<file path="src/hawk_tbl_config.svh">
// hawk table init build constants
// table bases, entry counts, packing and field widths
`ifndef HAWK_TBL_CONFIG_SVH
`define HAWK_TBL_CONFIG_SVH

// byte base addresses
`define HAWK_ATT_START   64'h0000_0000_1000_0000
`define HAWK_LIST_START  64'h0000_0000_1000_1000
`define HAWK_PPA_START   64'h0000_0000_2000_0000  // first page is this >> 12

// table sizes, multiples of the line packing
`define ATT_ENTRY_CNT    24
`define LIST_ENTRY_CNT   12
`define ATT_PER_LINE     8   // 8 bytes each in a 64 byte line
`define LIST_PER_LINE    4   // 16 bytes each

// bus and entry widths
`define LINE_BITS        512
`define STRB_BITS        64
`define ADDR_BITS        64
`define PTR_BITS         24  // list pointer, 0 is null
`define CNT_BITS         6
`define ATT_ENTRY_BITS   64
`define LIST_ENTRY_BITS  128
`define ATT_WAY_BITS     52  // att bits 55..4
`define LIST_WAY_BITS    42  // list bits 113..72

`endif

</file>
<file path="src/hawk_tbl_pkg.sv">
// hawk table init types
// controller states, init mode and att entry status
`default_nettype none

package hawk_tbl_pkg;

	// controller states
	typedef enum logic [2:0] {
		IDLE       = 3'd0,
		INIT_ATT   = 3'd1,
		WAIT_ATT   = 3'd2,
		INIT_LIST  = 3'd3,
		WAIT_LIST  = 3'd4,
		WAIT_BRESP = 3'd5
	} ctrl_state_e;

	// which table is being written, picks the entry format
	typedef enum logic {
		MODE_ATT  = 1'b0,
		MODE_LIST = 1'b1
	} init_mode_e;

	// att entry status field, bits 3..0
	typedef enum logic [3:0] {
		STS_DALLOC = 4'd0,
		STS_UNCOMP = 4'd1,
		STS_COMP   = 4'd2,  // not produced at init
		STS_INCOMP = 4'd3   // not produced at init
	} att_sts_e;

endpackage

`default_nettype wire

</file>
<file path="src/tbl_line_builder.sv">
// table line builder
// turns a 1-based entry index into one single-slot write with its
// line address, slot data and byte strobe
`timescale 1ns/100ps
`default_nettype none
`include "hawk_tbl_config.svh"

module tbl_line_builder
	import hawk_tbl_pkg::*;
#(
	parameter int PWRUP_UNCOMP = 0  // att entries come up uncompressed when 1
) (
	input  logic                   clk_i,
	input  logic                   rst_ni,
	input  logic                   load,
	input  init_mode_e             mode,
	input  logic [`CNT_BITS-1:0]   entry_idx,
	output logic [`ADDR_BITS-1:0]  awaddr,
	output logic [`LINE_BITS-1:0]  wdata,
	output logic [`STRB_BITS-1:0]  wstrb
);

	localparam int ATT_SLOT_W  = $clog2(`ATT_PER_LINE);
	localparam int LIST_SLOT_W = $clog2(`LIST_PER_LINE);
	localparam int ATT_BYTES   = `ATT_ENTRY_BITS / 8;
	localparam int LIST_BYTES  = `LIST_ENTRY_BITS / 8;

	logic [`CNT_BITS-1:0]        idx0;       // 0-based index
	logic [`ADDR_BITS-1:0]       page;       // physical page number of this entry
	logic [`ADDR_BITS-1:0]       line_off;
	logic [ATT_SLOT_W-1:0]       att_slot;
	logic [LIST_SLOT_W-1:0]      list_slot;
	logic [`PTR_BITS-1:0]        prev_ptr;
	logic [`PTR_BITS-1:0]        next_ptr;
	logic [`ATT_ENTRY_BITS-1:0]  att_entry;
	logic [`LIST_ENTRY_BITS-1:0] list_entry;
	logic [`ADDR_BITS-1:0]       addr_d;
	logic [`LINE_BITS-1:0]       data_d;
	logic [`STRB_BITS-1:0]       strb_d;

	assign idx0      = entry_idx - `CNT_BITS'd1;
	assign page      = (`HAWK_PPA_START >> 12) + `ADDR_BITS'(idx0);  // 4KB pages
	assign att_slot  = idx0[ATT_SLOT_W-1:0];
	assign list_slot = idx0[LIST_SLOT_W-1:0];

	// entry 0 stands for null in the free list chain
	assign prev_ptr = `PTR_BITS'(idx0);  // first entry gets null
	assign next_ptr = (entry_idx == `CNT_BITS'(`LIST_ENTRY_CNT)) ? '0 :
		`PTR_BITS'(entry_idx) + `PTR_BITS'd1;

	// att entry {zero count, way, status}
	always_comb begin
		if (PWRUP_UNCOMP != 0) begin
			att_entry = {8'd0, page[`ATT_WAY_BITS-1:0], STS_UNCOMP};  // points at own page
		end else begin
			att_entry = {8'd0, {`ATT_WAY_BITS{1'b0}}, STS_DALLOC};
		end
	end

	// list entry {rsvd, way, att id, prev, next} with att id left zero at init
	assign list_entry = {14'd0, page[`LIST_WAY_BITS-1:0], `PTR_BITS'd0, prev_ptr, next_ptr};

	always_comb begin
		data_d = '0;
		strb_d = '0;
		if (mode == MODE_ATT) begin
			line_off = `ADDR_BITS'(idx0 >> ATT_SLOT_W) << 6;  // new line every 8 entries
			addr_d   = `HAWK_ATT_START + line_off;
			data_d[att_slot*`ATT_ENTRY_BITS +: `ATT_ENTRY_BITS] = att_entry;
			strb_d[att_slot*ATT_BYTES +: ATT_BYTES] = '1;
		end else begin
			line_off = `ADDR_BITS'(idx0 >> LIST_SLOT_W) << 6;  // every 4 entries
			addr_d   = `HAWK_LIST_START + line_off;
			data_d[list_slot*`LIST_ENTRY_BITS +: `LIST_ENTRY_BITS] = list_entry;
			strb_d[list_slot*LIST_BYTES +: LIST_BYTES] = '1;
		end
	end

	// captured address and strobe
	always_ff @(posedge clk_i or negedge rst_ni) begin
		if (!rst_ni) begin
			awaddr <= '0;
			wstrb  <= '0;
		end else if (load) begin
			awaddr <= addr_d;
			wstrb  <= strb_d;
		end
	end

	// line payload
	always_ff @(posedge clk_i) begin
		if (load) begin
			wdata <= data_d;
		end
	end

endmodule

`default_nettype wire

</file>
<file path="src/wr_resp_tracker.sv">
// write response tracker
// counts writes in flight, flags bad or unexpected responses
`timescale 1ns/100ps
`default_nettype none
`include "hawk_tbl_config.svh"

module wr_resp_tracker (
	input  logic       clk_i,
	input  logic       rst_ni,
	input  logic       awvalid,
	input  logic       awready,
	input  logic       bvalid,
	input  logic [1:0] bresp,
	output logic       drained,
	output logic       bus_error
);

	logic [`CNT_BITS-1:0] outstanding;
	logic                 aw_hs;
	logic                 b_ok;

	assign aw_hs = awvalid && awready;
	assign b_ok  = bvalid && (bresp == 2'b00);  // OKAY

	always_ff @(posedge clk_i or negedge rst_ni) begin
		if (!rst_ni) begin
			outstanding <= '0;
			bus_error   <= 1'b0;
		end else begin
			case ({aw_hs, b_ok})
				2'b10:   outstanding <= outstanding + `CNT_BITS'd1;
				2'b01:   if (outstanding != '0) outstanding <= outstanding - `CNT_BITS'd1;
				default: outstanding <= outstanding;  // none, or one in and one out
			endcase
			// error resp, or a resp with nothing in flight
			if (bvalid && (bresp != 2'b00 || outstanding == '0)) begin
				bus_error <= 1'b1;  // sticky
			end
		end
	end

	assign drained = (outstanding == '0);

endmodule

`default_nettype wire

</file>
<file path="src/tbl_init_ctrl.sv">
// table init controller
// walks the att or list entries, one aw then one w transfer each,
// then waits for all responses before flagging the mode done
`timescale 1ns/100ps
`default_nettype none
`include "hawk_tbl_config.svh"

module tbl_init_ctrl
	import hawk_tbl_pkg::*;
(
	input  logic                 clk_i,
	input  logic                 rst_ni,
	input  logic                 init_att,
	input  logic                 init_list,
	input  logic                 awready,
	input  logic                 wready,
	input  logic                 drained,
	output logic                 awvalid,
	output logic                 wvalid,
	output logic                 load,
	output init_mode_e           mode,
	output logic [`CNT_BITS-1:0] entry_idx,
	output logic                 init_att_done,
	output logic                 init_list_done,
	output logic                 pgwr_ready,
	output logic [`PTR_BITS-1:0] free_list_head,
	output logic [`PTR_BITS-1:0] free_list_tail
);

	ctrl_state_e          state_q, state_d;
	logic [`CNT_BITS-1:0] entry_last;  // last index of the current table
	logic                 in_init;
	logic                 aw_hs, w_hs;
	logic                 mode_done;

	assign aw_hs      = awvalid && awready;
	assign w_hs       = wvalid && wready;
	assign in_init    = (state_q == INIT_ATT) || (state_q == INIT_LIST);
	assign entry_last = (mode == MODE_LIST) ? `CNT_BITS'(`LIST_ENTRY_CNT) :
		`CNT_BITS'(`ATT_ENTRY_CNT);

	// builder captures the next entry while aw is idle
	assign load       = in_init && !awvalid && (entry_idx <= entry_last);
	assign mode_done  = (state_q == WAIT_BRESP) && drained;
	assign pgwr_ready = (state_q == IDLE);

	always_comb begin
		state_d = state_q;
		case (state_q)
			IDLE: begin
				if (init_att && !init_att_done) begin
					state_d = INIT_ATT;  // att wins over list
				end else if (init_list && !init_list_done) begin
					state_d = INIT_LIST;
				end
			end
			INIT_ATT, INIT_LIST: begin
				if (aw_hs) begin
					state_d = (state_q == INIT_ATT) ? WAIT_ATT : WAIT_LIST;
				end else if (!awvalid && entry_idx > entry_last) begin
					state_d = WAIT_BRESP;  // all entries issued
				end
			end
			WAIT_ATT:   if (w_hs) state_d = INIT_ATT;
			WAIT_LIST:  if (w_hs) state_d = INIT_LIST;
			WAIT_BRESP: if (drained) state_d = IDLE;
			default:    state_d = IDLE;
		endcase
	end

	always_ff @(posedge clk_i or negedge rst_ni) begin
		if (!rst_ni) begin
			state_q        <= IDLE;
			mode           <= MODE_ATT;
			entry_idx      <= '0;
			awvalid        <= 1'b0;
			wvalid         <= 1'b0;
			init_att_done  <= 1'b0;
			init_list_done <= 1'b0;
			free_list_head <= '0;  // null
			free_list_tail <= '0;
		end else begin
			state_q <= state_d;

			// mode start, index is 1-based
			if (state_q == IDLE && state_d != IDLE) begin
				entry_idx <= `CNT_BITS'd1;
				mode      <= (state_d == INIT_LIST) ? MODE_LIST : MODE_ATT;
			end else if (w_hs) begin
				entry_idx <= entry_idx + `CNT_BITS'd1;
			end

			if (load) begin
				awvalid <= 1'b1;  // address ready from builder next cycle
			end else if (aw_hs) begin
				awvalid <= 1'b0;
			end

			if (aw_hs) begin
				wvalid <= 1'b1;  // data follows the address
			end else if (w_hs) begin
				wvalid <= 1'b0;
			end

			// done flags stay set until reset
			if (mode_done && mode == MODE_ATT) begin
				init_att_done <= 1'b1;
			end
			if (mode_done && mode == MODE_LIST) begin
				init_list_done <= 1'b1;
				free_list_head <= `PTR_BITS'd1;  // whole table is one free list
				free_list_tail <= `PTR_BITS'(`LIST_ENTRY_CNT);
			end
		end
	end

endmodule

`default_nettype wire

</file>
<file path="src/hawk_tbl_init.sv">
// hawk table init write master
// initializes the att table and the free list over a single-beat
// aw/w/b write interface
`timescale 1ns/100ps
`default_nettype none
`include "hawk_tbl_config.svh"

module hawk_tbl_init
	import hawk_tbl_pkg::*;
#(
	parameter int PWRUP_UNCOMP = 0
) (
	input  logic                  clk_i,
	input  logic                  rst_ni,
	input  logic                  init_att,
	input  logic                  init_list,
	// write channels
	input  logic                  awready,
	input  logic                  wready,
	input  logic                  bvalid,
	input  logic [1:0]            bresp,
	output logic                  awvalid,
	output logic [`ADDR_BITS-1:0] awaddr,
	output logic                  wvalid,
	output logic [`LINE_BITS-1:0] wdata,
	output logic [`STRB_BITS-1:0] wstrb,
	// status
	output logic                  init_att_done,
	output logic                  init_list_done,
	output logic                  pgwr_ready,
	output logic                  bus_error,
	output logic [`PTR_BITS-1:0]  free_list_head,
	output logic [`PTR_BITS-1:0]  free_list_tail
);

	logic                 load;
	init_mode_e           mode;
	logic [`CNT_BITS-1:0] entry_idx;
	logic                 drained;

	tbl_init_ctrl i_ctrl (
		.clk_i          (clk_i),
		.rst_ni         (rst_ni),
		.init_att       (init_att),
		.init_list      (init_list),
		.awready        (awready),
		.wready         (wready),
		.drained        (drained),
		.awvalid        (awvalid),
		.wvalid         (wvalid),
		.load           (load),
		.mode           (mode),
		.entry_idx      (entry_idx),
		.init_att_done  (init_att_done),
		.init_list_done (init_list_done),
		.pgwr_ready     (pgwr_ready),
		.free_list_head (free_list_head),
		.free_list_tail (free_list_tail)
	);

	tbl_line_builder #(
		.PWRUP_UNCOMP (PWRUP_UNCOMP)
	) i_builder (
		.clk_i     (clk_i),
		.rst_ni    (rst_ni),
		.load      (load),
		.mode      (mode),
		.entry_idx (entry_idx),
		.awaddr    (awaddr),
		.wdata     (wdata),
		.wstrb     (wstrb)
	);

	// drained holds WAIT_BRESP until every b has come back
	wr_resp_tracker i_resp (
		.clk_i     (clk_i),
		.rst_ni    (rst_ni),
		.awvalid   (awvalid),
		.awready   (awready),
		.bvalid    (bvalid),
		.bresp     (bresp),
		.drained   (drained),
		.bus_error (bus_error)
	);

endmodule

`default_nettype wire

</file>
<file path="config.mk">
export PLATFORM = sky130hd
export DESIGN_NAME = hawk_tbl_init
export DESIGN_NICKNAME = d
export VERILOG_FILES = /design/src/hawk_tbl_pkg.sv /design/src/tbl_line_builder.sv /design/src/wr_resp_tracker.sv /design/src/tbl_init_ctrl.sv /design/src/hawk_tbl_init.sv
export VERILOG_INCLUDE_DIRS = /design/src
export SDC_FILE = /design/constraint.sdc
export NUM_CORES = 1
export LEC_CHECK = 0
export BUFFER_PORTS_ARGS = -buffer_cell sky130_fd_sc_hd__buf_4
export CAP_MARGIN = 10
export CORE_AREA = 8 8 265 267
export DETAILED_ROUTE_END_ITERATION = 8
export DIE_AREA = 0 0 273 275
export GPL_ROUTABILITY_DRIVEN = 0
export PLACE_DENSITY = 0.46
export SLEW_MARGIN = 15
export SYNTH_ARGS = -nofsm -noshare
export SYNTH_HDL_FRONTEND = slang
export SYNTH_SLANG_ARGS = --single-unit
</file>
<file path="constraint.sdc">
create_clock -name clk_i -period 4.04 [get_ports clk_i]
set_input_delay 0.808 -clock clk_i [delete_from_list [all_inputs] [get_ports clk_i]]
set_output_delay 0.808 -clock clk_i [all_outputs]
set_load 0.03 [all_outputs]
</file>
# Word-level counts from Yosys, hierarchy flattened
# Cells that the tools add are included.
# word_totals
register_bits	662
in_bits	9
output_inout_bits	694
# op_classes
add_sub_neg	12
magnitude_cmp	2
n_eq_ne	10
n_shift	8
mux	23
bitwise	5
reduce_logical	30
# op_table
cell	n
$and 512x512->512	2
$mux 512	1
$shift 128x34->512 const A	1
$shift 64x34->512 const A	1
$shiftx 128x34->512	1
$shiftx 64x34->512 const A	1
$and 64x64->64	2
$neg 6->34	2
$neg 9->34	2
$mux 64	1
$shift 16x34->64 const A	1
$shift 8x34->64 const A	1
$shiftx 16x34->64 const A	1
$shiftx 8x34->64 const A	1
$add 29x10->30 const A	1
$add 29x9->30 const A	1
$mux 30	1
$mux 24	1
$mux 3	8
$add 18x6->19 const A	1
$mux 6	3
$pmux 3 s5	1
$logic_and 1x1->1	13
$add 6x1->6 const B	2
25 further kinds	40

# Depth between registers and ports, before layout
# logic_depth
word_depth	9
ltp_mapped	9

# Hierarchy
# From an unflattened synthesis, not the netlist that was laid out.
# unflattened
cells_unflattened	966
hier_area_um2	8788.4
# by_module_without_submodules
module	n_inst	cells_each	area_each_um2
tbl_line_builder	1	790	7159.4
tbl_init_ctrl	1	134	1198.6
wr_resp_tracker	1	42	430.4

# Least setup slack after synthesis
# No wires, ideal clock.
# synth_timing
path_type	flip-flop to flip-flop
start	register i_ctrl.entry_idx[0]
end	register i_builder.awaddr[6]
setup_time_ns	0.125
arrival_ns	2.544
required_time_ns	3.915
setup_slack_ns	1.371
stages_incl_launch_ff	10
n_path_buf	2
synth_period_minus_slack_ns	2.669
path_cell_list	dfrtp_1 -> buf_2 -> inv_1 -> ha_1 -> nor2b_1 -> a32o_1 -> nand2_2 -> inv_1 -> buf_4 -> mux2_2
# synth_between
word_cells_on_any_way	6
classes_between	add/sub (3); order compare (1); mux (1); reduce/logical (1)
# synth_rtl
item	line_no	rtl
from (decl)	tbl_init_ctrl.sv:22	output logic [`CNT_BITS-1:0] entry_idx,
from (signal assigned)	tbl_init_ctrl.sv:87	entry_idx <= `CNT_BITS'd1;
from (signal assigned)	tbl_init_ctrl.sv:90	entry_idx <= entry_idx + `CNT_BITS'd1;
$le 6x6->1	tbl_init_ctrl.sv:43	assign load = in_init && !awvalid && (entry_idx <= entry_last);
$logic_and 1x1->1	tbl_init_ctrl.sv:43	
via i_builder.load	tbl_line_builder.sv:15	input logic load,
to (signal assigned)	tbl_line_builder.sv:85	awaddr <= addr_d;
to (decl)	tbl_line_builder.sv:18	output logic [`ADDR_BITS-1:0] awaddr,
# The timed path passes the listed nets, and every way through them passes these cells.
# A chain may end at the register's enable or synchronous reset.

# Final worst setup path
# layout_timing
start	register i_ctrl.entry_idx[0]
end	register i_builder.wdata[74] (enable)
# layout_between
elab_chain_cells	2
# layout_rtl
item	line_no	rtl
$le 6x6->1	tbl_init_ctrl.sv:43	
$logic_and 1x1->1	tbl_init_ctrl.sv:43	
to (signal assigned)	tbl_line_builder.sv:93	wdata <= data_d;
to (decl)	tbl_line_builder.sv:19	output logic [`LINE_BITS-1:0] wdata,
# Every way passes these cells.

==> results by group <==
Run status
  • Status: finished, final reports clean

Yosys
  • Multiplexer share of the synthesized area: 1.011%
  • Mapped Cells: 979
  • Synth Area in Compound Gates: 4.997%
  • Synth Warn #: 0
  • Syn_area_per_cell: 8.977 um2
  • Synthesis-stage register bit count: 88
  • Synthesized area: 0.008788 mm2
  • Post-synth EDFFs: 53
  • Post-synthesis cell type count: 55
  • Leading post-synthesis cells by cell area: buf_4 53%, edfxtp_1 18%, dfrtp_1 10%
  • Leading area contributor after synthesis: buf_4
  • XOR/XNOR Fraction of Synth Area: 1.595%
  • Sequential area share after synthesis: 28.08%
  • Post-Synth Adder-Cell Area: 2.648%
  • Ys flop type: edfxtp_1
  • Synth Area in Simple Gates: 6.990%
  • Asr flop ratio synth: 39.77%
  • Largest family of logic cells by synthesized area: buffers and inverters
  • Top cell type's share of synthesized area: 53.13%

STA
  • Relative slew slack: 52.89%
  • Achievable clock frequency: 335.5 MHz
  • Worst-Margin Slew: 0.7002 ns
  • Sum Neg Setup Slack: 0 ns
  • Unrepaired setup endpoints after global routing: no
  • Fin crit period: 2.981 ns
  • Hold Fails Final Rpt: 0
  • Final worst setup slack: 1.059 ns
  • Final worst path period share: 73.79%
  • Worst hold slack: 0.4311 ns
  • Slew Limit Fails: 0
  • Setup violators final: 0
  • Clock skew: 0.01289 ns

Route
  • Total wire length: 22.30 mm
  • Routed len/inst: 11.45 um
  • Final ANT Viol Nets: 0
  • Initial drt markers: 242
  • Vias per cell: 2.366
  • # DRC: 0
  • DRT Pass-1 Iters: 4
  • Vias: 4607

Placement
  • Placed instance area: 0.008473 mm2
  • Placed instance count: 1929
  • Buffers added on ports: 167
  • Hpwl dp: 19.31 mm
  • Dpl ws: 1.062 ns

Final layout
  • Fin util: 13.27%
  • Final instance area: 0.008801 mm2
  • Layout Cells excl Fill: 1947
  • Share of post-route cells with drive strength above 1: 18.75%
  • Nets: 1094
  • Area growth syn-to-layout: 0.1424%

Setup path
  • Worst Reg-to-Reg Cells: 7
  • Reg2reg start: i_ctrl.entry_idx[0]$_DFFE_PN0P_
  • WS Path Type: flip-flop to flip-flop
  • Flop2flop setup slack: 1.06 ns
  • Startpoint types: flip-flop
  • Worst-path fanout max: 27
  • Arrival @ worst endpoint: 3.02 ns
  • Reg2reg end: i_builder.wdata[74]$_DFFE_PP_
  • CP required: 4.08 ns
  • Setup crit end kind: flip-flop

Clocking
  • H-tree Lvls: 3
  • Clock transition at path regs: 0.06 ns
  • Setup bufs post-CTS: 0
  • Maximum clock path buffer count: 2
  • CTS tree: done
  • Worst-skew pair later-pin latency: 0.34 ns
  • TritonCTS buffer count: 9
  • Clock root buffer: clkbuf_16
  • Post-cts sizing count: 0
  • CTS Hold Bufs: 0
  • Clock sinks: 88

Floorplanning
  • Core area: 0.06633 mm2
  • Starting Density: 13.25%
  • Die area: 0.07508 mm2
  • I/O Pins: 703
  • Die height: 275 um
  • Chip Width: 273 um
  • # rows: 95

Pwr
  • Total design power: 6.894 mW
  • Pleak: 4.398 nW
  • Clk network pwr share: 13.3%
  • Psw: 3.783 mW
  • Sw frac: 54.87%
  • Comb power frac: 61.1%
  • Peak VDD IR: 305.0 uV
  • Flop pwr share: 25.6%
  • Pwr dens: 783.3 mW/mm2
  • Internal: 3.111 mW

Global route
  • Overflow after GRT: 0
  • Initial antenna violation count: 7
  • Gr usage total: 5.011%
  • Vias in the first global route: 4777
  • First-pass GRT wire length: 29.35 mm
  • Largest net degree at the start of global routing: 36

Job
  • Max Cap Viol: 0

Hold path
  • HP Class: input port to async pin
cell families after synthesis:
logic type,count (synthesis)
adder cells (fa/ha/maj),18
XOR/XNOR,16
buffers and inverters,654
AO/OA/AOI/OAI,65
other,1
AND/OR/NAND/NOR,129
multiplexers,8
flip-flops,88
per-layer routing:
metal / share of wire [%] / GRT usage, %
met1: 40 / 6.211
met2: 51 / 8.388
met3: 8.0 / 1.729
met4: 0.43 / 0.9757
met5: 0.12 / 0
synth_stat cells, types with 5 or more instances:
library cell	count
o21ai_0	13
a21o_1	6
clkbuf_1	5
xnor2_1	11
and2_1	5
nor2_1	58
buf_4	622
a21oi_1	12
inv_1	22
nand2_1	18
dfrtp_1	35
ha_1	17
nand3_1	15
xor2_1	5
mux2_2	7
edfxtp_1	53
nor2b_1	5
how the worst max path moves through the flow:
stage,start,end,slack (ns)
global route,i_ctrl.entry_idx[0]$_DFFE_PN0P_,i_builder.wdata[74]$_DFFE_PP_,0.83
CTS,i_ctrl.entry_idx[0]$_DFFE_PN0P_,i_builder.wdata[329]$_DFFE_PP_,1.05
detailed placement,i_ctrl.entry_idx[0]$_DFFE_PN0P_,i_builder.wdata[77]$_DFFE_PP_,1.06
finish,i_ctrl.entry_idx[0]$_DFFE_PN0P_,i_builder.wdata[74]$_DFFE_PP_,1.06
floorplan,i_ctrl.entry_idx[0]$_DFFE_PN0P_,i_builder.awaddr[6]$_DFFE_PN0P_,1.37
global placement,i_ctrl.entry_idx[0]$_DFFE_PN0P_,i_builder.wdata[77]$_DFFE_PP_,1.12
final cells by class:
type                       instances  area [um2]
fill                            7716       57530
multi-input combinational        776        3542
sequential                        88        2467
timing repair buffer             170        1289
tap                              873        1092
clock buffer                      10       229.0
clock inverter                     6       93.84
inverter                          22       82.58
antenna                            2       5.005
critical path, stage by stage (launching register included):
cell	delay, ns
dfrtp_1	0.51
inv_1	0.26
ha_1	0.28
nor2b_1	0.32
a32o_1	0.34
nand2_2	0.14
inv_2	0.49
buf_4	0.33
state kept, by name, summed over array words and instances, names as in the netlist:
signal,cells
i_ctrl.awvalid,1
i_builder.wstrb,8
i_builder.awaddr,6
i_ctrl.init_list_done,1
i_ctrl.init_att_done,1
i_ctrl.state_q,3
i_resp.bus_error,1
i_ctrl.mode,1
i_ctrl.entry_idx,6
i_ctrl.wvalid,1
i_resp.outstanding,6
i_builder.wdata,53
power by group through the flow:
| stage | Clock [mW] | Combinational (mW) | Sequential, mW |
|---|---|---|---|
| 2_1_floorplan | 0 | 3.20 | 2.19 |
| 3_5_place_dp | 0 | 4.25 | 1.81 |
| 5_1_grt | 0.969 | 4.48 | 1.84 |
| 3_3_place_gp | 0 | 4.27 | 1.81 |
| 4_1_cts | 0.942 | 4.26 | 1.80 |
| 6_report | 0.914 | 4.22 | 1.76 |
placed cells by master (no fill, tap or decap), drive strengths merged, types with 4 or more instances in the layout:
cell type and instances:
buf 170, a21o 6, xnor2 11, nand3 15, a21oi 12, ha 17
dfrtp 35, a31oi 4, a211oi 4, inv 23, nand2 19, o21ai 13
edfxtp 53, a31o 4, nand2b 4, conb 540, xor2 5, nor2b 5
and2 7, nor2 58, mux2 7, clkbuf 10
Power figures use the tool's default switching activity.
